$ cat config.mk
export PLATFORM = sky130hd
export DESIGN_NAME = bb_tx_top
export DESIGN_NICKNAME = d
export VERILOG_FILES = /design/src/rtl/bb_tx_pkg.sv /design/src/rtl/sym_if.sv /design/src/rtl/bb_tx_top.sv /design/src/rtl/pulse_shaper.sv /design/src/rtl/symbol_framer.sv /design/src/rtl/upsampler.sv
export VERILOG_INCLUDE_DIRS = /design/src /design/src/rtl
export SDC_FILE = /design/constraint.sdc
export NUM_CORES = 1
export LEC_CHECK = 0
export CORE_AREA = 2 2 112 81
export CTS_BUF_LIST = sky130_fd_sc_hd__clkbuf_4 sky130_fd_sc_hd__clkbuf_8
export CTS_CLUSTER_SIZE = 40
export DETAILED_ROUTE_END_ITERATION = 10
export DIE_AREA = 0 0 114 83
export DONT_BUFFER_PORTS = 1
export SKIP_CTS_REPAIR_TIMING = 1
export SLEW_MARGIN = 20
export SYNTH_ARGS = -nofsm -noshare
export SYNTH_HDL_FRONTEND = slang
export SYNTH_SLANG_ARGS = --single-unit
export TNS_END_PERCENT = 10
$ cat constraint.sdc
create_clock -name clk -period 3.9 [get_ports clk]
set_clock_uncertainty 0.2 [all_clocks]
set_input_delay 0.39 -clock clk [delete_from_list [all_inputs] [get_ports clk]]
set_output_delay 0.39 -clock clk [all_outputs]
set_load 0.01 [all_outputs]
$ cat src/rtl/bb_tx_cfg.svh
`ifndef BB_TX_CFG_SVH
`define BB_TX_CFG_SVH

// width of one I or Q level in two's complement.
`define BB_TX_LEVEL_W 4

// shaped sample width. 6 x 3 = 18 is the largest magnitude, so 7 bits hold it.
`define BB_TX_OUT_W 7

// width of the sample_rate input and of the latched factor.
`define BB_TX_RATE_W 4

// factors below this are raised to it by the framer.
`define BB_TX_RATE_MIN 2

// factor held by the framer while in reset.
`define BB_TX_RATE_RESET 4

`endif

$ cat src/rtl/bb_tx_pkg.sv
`include "bb_tx_cfg.svh"

package bb_tx_pkg;

    // one I or Q symbol level. Only -3, -1, +1 and +3 are legal.
    typedef logic signed [`BB_TX_LEVEL_W-1:0] level_t;

    // output of the pulse shaper on one rail.
    typedef logic signed [`BB_TX_OUT_W-1:0] shaped_t;

    // unsigned upsampling factor.
    typedef logic [`BB_TX_RATE_W-1:0] rate_t;

    // the four 16-QAM levels on each rail.
    localparam level_t LVL_NEG3 = level_t'(-3);
    localparam level_t LVL_NEG1 = level_t'(-1);
    localparam level_t LVL_POS1 = level_t'(1);
    localparam level_t LVL_POS3 = level_t'(3);

    // Gray mapping of one bit pair, so that neighbouring levels differ in one bit.
    function automatic level_t gray_level(input logic [1:0] bits);
        level_t lvl;
        case (bits)
            2'b00:   lvl = LVL_NEG3;
            2'b01:   lvl = LVL_NEG1;
            2'b11:   lvl = LVL_POS1;
            default: lvl = LVL_POS3;  // 2'b10.
        endcase
        return lvl;
    endfunction

endpackage

$ cat src/rtl/sym_if.sv
interface sym_if;

    logic                 new_symbol;  // one-cycle pulse per symbol.
    bb_tx_pkg::level_t    sym_i;       // valid while new_symbol is high.
    bb_tx_pkg::level_t    sym_q;
    bb_tx_pkg::rate_t     rate;        // stable across a whole symbol period.

    modport source (
        output new_symbol,
        output sym_i,
        output sym_q,
        output rate
    );

    modport sink (
        input  new_symbol,
        input  sym_i,
        input  sym_q,
        input  rate
    );

endinterface

$ cat src/rtl/bb_tx_top.sv
module bb_tx_top (
    input  logic                clk,
    input  logic                rst_n,
    input  logic                enable,
    input  bb_tx_pkg::rate_t    sample_rate,
    input  logic [3:0]          data_in,
    output logic                data_req,
    output logic                out_valid,
    output bb_tx_pkg::shaped_t  out_i,
    output bb_tx_pkg::shaped_t  out_q
);

    bb_tx_pkg::level_t up_i;
    bb_tx_pkg::level_t up_q;
    logic              up_active;

    sym_if i_sym_if ();

    symbol_framer i_framer (
        .clk         (clk),
        .rst_n       (rst_n),
        .enable      (enable),
        .sample_rate (sample_rate),
        .data_in     (data_in),
        .data_req    (data_req),
        .sym         (i_sym_if.source)
    );

    upsampler i_upsampler (
        .clk    (clk),
        .rst_n  (rst_n),
        .sym    (i_sym_if.sink),
        .up_i   (up_i),
        .up_q   (up_q),
        .active (up_active)
    );

    // one shaper per rail.
    pulse_shaper i_shaper_i (
        .clk   (clk),
        .rst_n (rst_n),
        .x     (up_i),
        .y     (out_i)
    );

    pulse_shaper i_shaper_q (
        .clk   (clk),
        .rst_n (rst_n),
        .x     (up_q),
        .y     (out_q)
    );

    // the shapers add one cycle, so the valid flag is delayed to match.
    always_ff @(posedge clk or negedge rst_n) begin
        if (!rst_n) begin
            out_valid <= 1'b0;
        end else begin
            out_valid <= up_active;
        end
    end

endmodule

$ cat src/rtl/pulse_shaper.sv
`include "bb_tx_cfg.svh"

module pulse_shaper (
    input  logic                clk,
    input  logic                rst_n,
    input  bb_tx_pkg::level_t   x,
    output bb_tx_pkg::shaped_t  y
);

    localparam int EXT_W = `BB_TX_OUT_W - `BB_TX_LEVEL_W;

    bb_tx_pkg::level_t  x_d1;
    bb_tx_pkg::level_t  x_d2;
    bb_tx_pkg::level_t  x_d3;
    bb_tx_pkg::shaped_t tap0;
    bb_tx_pkg::shaped_t tap1;
    bb_tx_pkg::shaped_t tap2;
    bb_tx_pkg::shaped_t tap3;
    bb_tx_pkg::shaped_t sum;

    function automatic bb_tx_pkg::shaped_t sext(input bb_tx_pkg::level_t v);
        return {{EXT_W{v[`BB_TX_LEVEL_W-1]}}, v};
    endfunction

    // Delay line. Cleared so that the first symbol after reset sees no history.
    always_ff @(posedge clk or negedge rst_n) begin
        if (!rst_n) begin
            x_d1 <= '0;
            x_d2 <= '0;
            x_d3 <= '0;
        end else begin
            x_d1 <= x;
            x_d2 <= x_d1;
            x_d3 <= x_d2;
        end
    end

    // triangular taps 1, 2, 2, 1.
    always_comb begin
        tap0 = sext(x);
        tap1 = sext(x_d1) <<< 1;
        tap2 = sext(x_d2) <<< 1;
        tap3 = sext(x_d3);
        sum  = tap0 + tap1 + tap2 + tap3;
    end

    always_ff @(posedge clk or negedge rst_n) begin
        if (!rst_n) begin
            y <= '0;
        end else begin
            y <= sum;  // one cycle after the input sample.
        end
    end

endmodule

$ cat src/rtl/symbol_framer.sv
`include "bb_tx_cfg.svh"

module symbol_framer (
    input  logic                clk,
    input  logic                rst_n,
    input  logic                enable,
    input  bb_tx_pkg::rate_t    sample_rate,
    input  logic [3:0]          data_in,
    output logic                data_req,
    sym_if.source               sym
);

    bb_tx_pkg::rate_t rate_clamped;
    bb_tx_pkg::rate_t period_cnt;  // cycles left in the current symbol period.
    bb_tx_pkg::rate_t period_q;    // factor taken at the last data_req.

    // factors of 0 and 1 would break the zero insertion, so they run as the minimum.
    always_comb begin
        if (sample_rate < bb_tx_pkg::rate_t'(`BB_TX_RATE_MIN)) begin
            rate_clamped = bb_tx_pkg::rate_t'(`BB_TX_RATE_MIN);
        end else begin
            rate_clamped = sample_rate;
        end
    end

    // The counter reaches zero on the last cycle of a period. A request is raised on
    // the next edge and the new factor is taken at the same time.
    always_ff @(posedge clk or negedge rst_n) begin
        if (!rst_n) begin
            period_cnt <= '0;
            period_q   <= bb_tx_pkg::rate_t'(`BB_TX_RATE_RESET);
            data_req   <= 1'b0;
        end else if (!enable) begin
            period_cnt <= '0;  // so the first request follows enable at once.
            data_req   <= 1'b0;
        end else if (period_cnt == '0) begin
            period_cnt <= rate_clamped - 1'b1;
            period_q   <= rate_clamped;
            data_req   <= 1'b1;
        end else begin
            period_cnt <= period_cnt - 1'b1;
            data_req   <= 1'b0;
        end
    end

    // new_symbol follows data_req by one cycle. The rate is handed over only here,
    // so the upsampler never sees it change in the middle of a period.
    always_ff @(posedge clk or negedge rst_n) begin
        if (!rst_n) begin
            sym.new_symbol <= 1'b0;
            sym.rate       <= bb_tx_pkg::rate_t'(`BB_TX_RATE_RESET);
        end else begin
            sym.new_symbol <= data_req;
            if (data_req) begin
                sym.rate <= period_q;
            end
        end
    end

    // data_in is sampled at the end of the request cycle.
    // upper pair drives I, lower pair drives Q.
    always_ff @(posedge clk) begin
        if (data_req) begin
            sym.sym_i <= bb_tx_pkg::gray_level(data_in[3:2]);
            sym.sym_q <= bb_tx_pkg::gray_level(data_in[1:0]);
        end
    end

endmodule

$ cat src/rtl/upsampler.sv
module upsampler (
    input  logic                clk,
    input  logic                rst_n,
    sym_if.sink                 sym,
    output bb_tx_pkg::level_t   up_i,
    output bb_tx_pkg::level_t   up_q,
    output logic                active
);

    typedef enum logic {
        S_IDLE,
        S_SAMPLING
    } state_t;

    state_t            state;
    state_t            state_nxt;
    bb_tx_pkg::rate_t  sample_cnt;  // index of the current output within the period.
    bb_tx_pkg::rate_t  sample_cnt_nxt;
    bb_tx_pkg::level_t up_i_nxt;
    bb_tx_pkg::level_t up_q_nxt;

    always_ff @(posedge clk or negedge rst_n) begin
        if (!rst_n) begin
            state      <= S_IDLE;
            sample_cnt <= '0;
            up_i       <= '0;
            up_q       <= '0;
        end else begin
            state      <= state_nxt;
            sample_cnt <= sample_cnt_nxt;
            up_i       <= up_i_nxt;
            up_q       <= up_q_nxt;
        end
    end

    always_comb begin
        state_nxt      = state;
        sample_cnt_nxt = sample_cnt;
        up_i_nxt       = '0;  // zero padding unless a symbol is loaded.
        up_q_nxt       = '0;

        if (sym.new_symbol) begin
            // a symbol landing on the last zero starts the next period seamlessly.
            state_nxt      = S_SAMPLING;
            sample_cnt_nxt = '0;
            up_i_nxt       = sym.sym_i;
            up_q_nxt       = sym.sym_q;
        end else begin
            case (state)
                S_IDLE: begin
                    sample_cnt_nxt = '0;
                end
                S_SAMPLING: begin
                    if (sample_cnt == sym.rate - 1'b1) begin
                        state_nxt      = S_IDLE;  // last zero of the period is out.
                        sample_cnt_nxt = '0;
                    end else begin
                        sample_cnt_nxt = sample_cnt + 1'b1;
                    end
                end
                default: begin
                    state_nxt      = S_IDLE;
                    sample_cnt_nxt = '0;
                end
            endcase
        end
    end

    // high from the symbol sample through the last zero of its period.
    assign active = (state == S_SAMPLING);

endmodule

==> results by group <==
Power and ir drop
  • Peak supply drop: 364 uV
  • Power per standard cell area: between 700 and 800 nW/um^2
  • Total power: between 0.002 and 0.0025 W
  • Cell leakage power: around 1.5 nW

Finish
  • Syn-to-layout area delta: 14.9%
  • Filler cells: 821
  • Fraction of layout cells with a size suffix above 1: between 10% and 20%
  • ANT cells: 0
  • Utilization after layout: 36.2%
  • Commonest non-fill, non-tap cell in the layout: dfrtp_1
  • Final #Nets: around 250
  • Commonest cells after routing, fill and taps aside: dfrtp_1 (51), inv_1 (30), ha_1 (17)
  • Cell area after layout: about 3000 sq um

Setup path
  • Crit path DAT: approximately 2.9 ns
  • Worst EP required: 3.93 ns
  • Worst-path maximum fanout: 2
  • CP Launch Type: register
  • Crit path kind: register to register
  • Crit end category: register

STA
  • Final period util: between 70% and 80%
  • Final Hold Vio Count: 0
  • Slew margin rel.: 64.4%
  • Final setup margin: about 1.0 ns
  • Setup TNS: 0 ns
  • Final Setup Violations: 0
  • Worst slew pin tran: 0.530 ns
  • Fin crit period: just under 3 ns
  • RSZ-0062 raised after global routing: no
  • Final Slew Violations: 0
  • Fmax: between 0.3 and 0.4 GHz

Detailed routing
  • Post-DR wirelength/cell: approximately 12 um
  • # DRC: 0
  • Met2 routed WL: between 1.5 and 2 mm
  • Routed WL: between 3 and 4 mm
  • Drt first-iter violations: a little over 70
  • Vias/cell: between 4 and 5
  • Met3 wire length: about 250 um
  • Vias after detailed routing: 1336
  • Remaining antenna violation count: 0
  • M1 WL: 1.74 mm
  • 1st-pass router iterations: 3
  • Top Metal Used: met4

Yosys
  • Cell Area, Synth: 2630 sq um
  • Register area share after synthesis: a little under three fifths
  • Number of synthesized flops with an enable pin: 4
  • Post-Syn Nets: around 230
  • Mean Syn Cell Area: about 14 sq um
  • Simple-Gate Fraction of Synth Area: 6.05%
  • Ys flop type: dfrtp_1
  • Yosys cell types: 33
  • Post-synthesis register bit count: between 50 and 60
  • Synth Area in XOR/XNOR: under 10%
  • Asr flop ratio synth: roughly 93%
  • Post-Synthesis Cells: about 190
  • Complex-gate fraction of the synthesized area: just over 5%
  • Post-Synth Adder-Cell Area: 20.3%
  • Synth warn: 0
  • Largest family of logic cells by synthesized area: adder cells
  • Post-synthesis mux area share: roughly 3.8%

GRT
  • Initial antenna violation count: 0
  • Global route overflow: 0
  • Pin count of the biggest net entering global routing: 54
  • GRT Total Usage: under 10%
  • Number of global-route vias before repair: between 1000 and 1500
  • First-pass GRT wire length: between 6 and 7 mm

Clocking
  • Clock transition at path regs: around 0.07 ns
  • CTS tree: done
  • Clock root cell: clkbuf_8
  • CTS Buffer Depth: 2
  • Sink Count: between 50 and 60
  • Clock latency on the worst-skew pair: around 0.34 ns
  • H-tree Lvls: 3
  • Number of CTS-inserted buffers: 9

Floorplanning
  • Die width: between 100 and 150 um
  • Die area: approximately 9500 sq um
  • CORE AREA: 8340 sq um
  • Cell Rows: 28
  • Initial Util: a little under a third
  • Die H: slightly above 80 um
  • I/O pins: 27

Flow run
  • Max-Cap Viols: 0

Placed design
  • PortBufs: 0
  • DP Area: 2750 sq um
  • DP HPWL: 2.65 mm
  • GP Congestion: 0.768
  • Worst slack, placed: slightly above 1 ns

Run status
  • Status: finished clean

Min path
  • Worst Hold Class: input pin to register
[flip-flops by register name, summed over array words and instances (netlist names), 2 cells and up]
signal                  count
i_shaper_i.x_d3             2
i_shaper_q.y                7
i_shaper_q.x_d2             3
i_shaper_i.x_d2             2
i_upsampler.up_i            3
i_upsampler.up_q            2
i_framer.sym.sym_q          2
i_shaper_i.y                6
i_shaper_i.x_d1             2
i_upsampler.sample_cnt      4
i_shaper_q.x_d3             3
i_shaper_q.x_d1             3
i_framer.sym.rate           4
i_framer.sym.sym_i          2
i_framer.period_cnt         4
i_framer.period_q           4
[layout make-up]
type                       count  area (sq um)  share of cell area (%)
inverter                      30           113                    3.73
multi-input combinational    101          1060                    35.0
clock inverter                 5          53.8                    1.78
clock buffer                  11           145                    4.81
timing repair buffer           5          67.6                    2.24
tap                          105           131                    4.36
sequential                    57          1450                    48.0
[metrics by stage]
step	cells	hold WS (ns)
final	314	0.0390
after global routing	314	0.0298
after CTS	309	-0.485
after detailed placement	293	-0.105
after global placement	293	-0.105
after floorplan	189	-0.106
[cell families (layout without fill, tap and decap cells)]
family                     after synthesis  in the layout
and+or+nand+nor                         27             27
adders and majority gates               33             33
buffers and inverters                   31             51
xor gates and xnor gates                13             13
DFF                                     57             57
muxes                                    9              9
AOI/OAI and AO/OA                       19             19
[cells in the mapped netlist, types with 3 or more instances]
cell type,count,area (sq um)
dfrtp_1,51,1280
inv_1,30,113
ha_1,17,213
fa_1,16,320
xnor2_1,8,70.1
a21oi_1,7,35.0
mux2_2,6,67.6
nand2_1,6,22.5
and2_1,5,31.3
edfxtp_1,4,120
nor2b_1,4,25.0
nor3_1,4,20.0
xor2_1,4,35.0
nor2_1,3,11.3
[layer usage]
| layer | up-vias | track usage [%] |
|---|---|---|
| met1 | 651 | 10.7 |
| met2 | 31 | 13.2 |
| met4 | 0 | 5.32 |
| met3 | 11 | 5.04 |
| met5 | - | 0 |
| li1 | 643 | - |
[critical path, cell delays in order, from the launching register on]
cell	delay (ns)
dfrtp_1	0.38
inv_1	0.07
fa_1	0.57
fa_1	0.43
inv_1	0.07
ha_1	0.17
inv_1	0.06
fa_1	0.40
nor2b_1	0.13
nor3_1	0.05
mux2_2	0.26
[final timing paths]
kind / cells after the start / slack [ns] / end / start
min in group asynchronous: 2 / 0.37 / i_shaper_i.y[3]$_DFF_PN0_ / rst_n
max in group asynchronous: 2 / 2.85 / i_framer.period_q[2]$_DFFE_PN1P_ / rst_n
max: 10 / 1.01 / i_shaper_i.y[6]$_DFF_PN0_ / i_shaper_i.x_d3[2]$_DFF_PN0_
min reg2reg: 0 / 0.17 / i_shaper_q.x_d2[1]$_DFF_PN0_ / i_shaper_q.x_d1[1]$_DFF_PN0_
min: 2 / 0.04 / i_framer.period_cnt[3]$_DFF_PN0_ / sample_rate[3]
max reg2reg: 10 / 1.01 / i_shaper_i.y[6]$_DFF_PN0_ / i_shaper_i.x_d3[2]$_DFF_PN0_
[power by group]
group	internal (W)	total [W]	switching (W)
combinational	0.000367	0.000727	0.000360
sequential	0.000817	0.00101	0.000189
clock	0.000317	0.000547	0.000230
total	0.00150	0.00228	0.000778
Power figures use the tool's default switching activity.
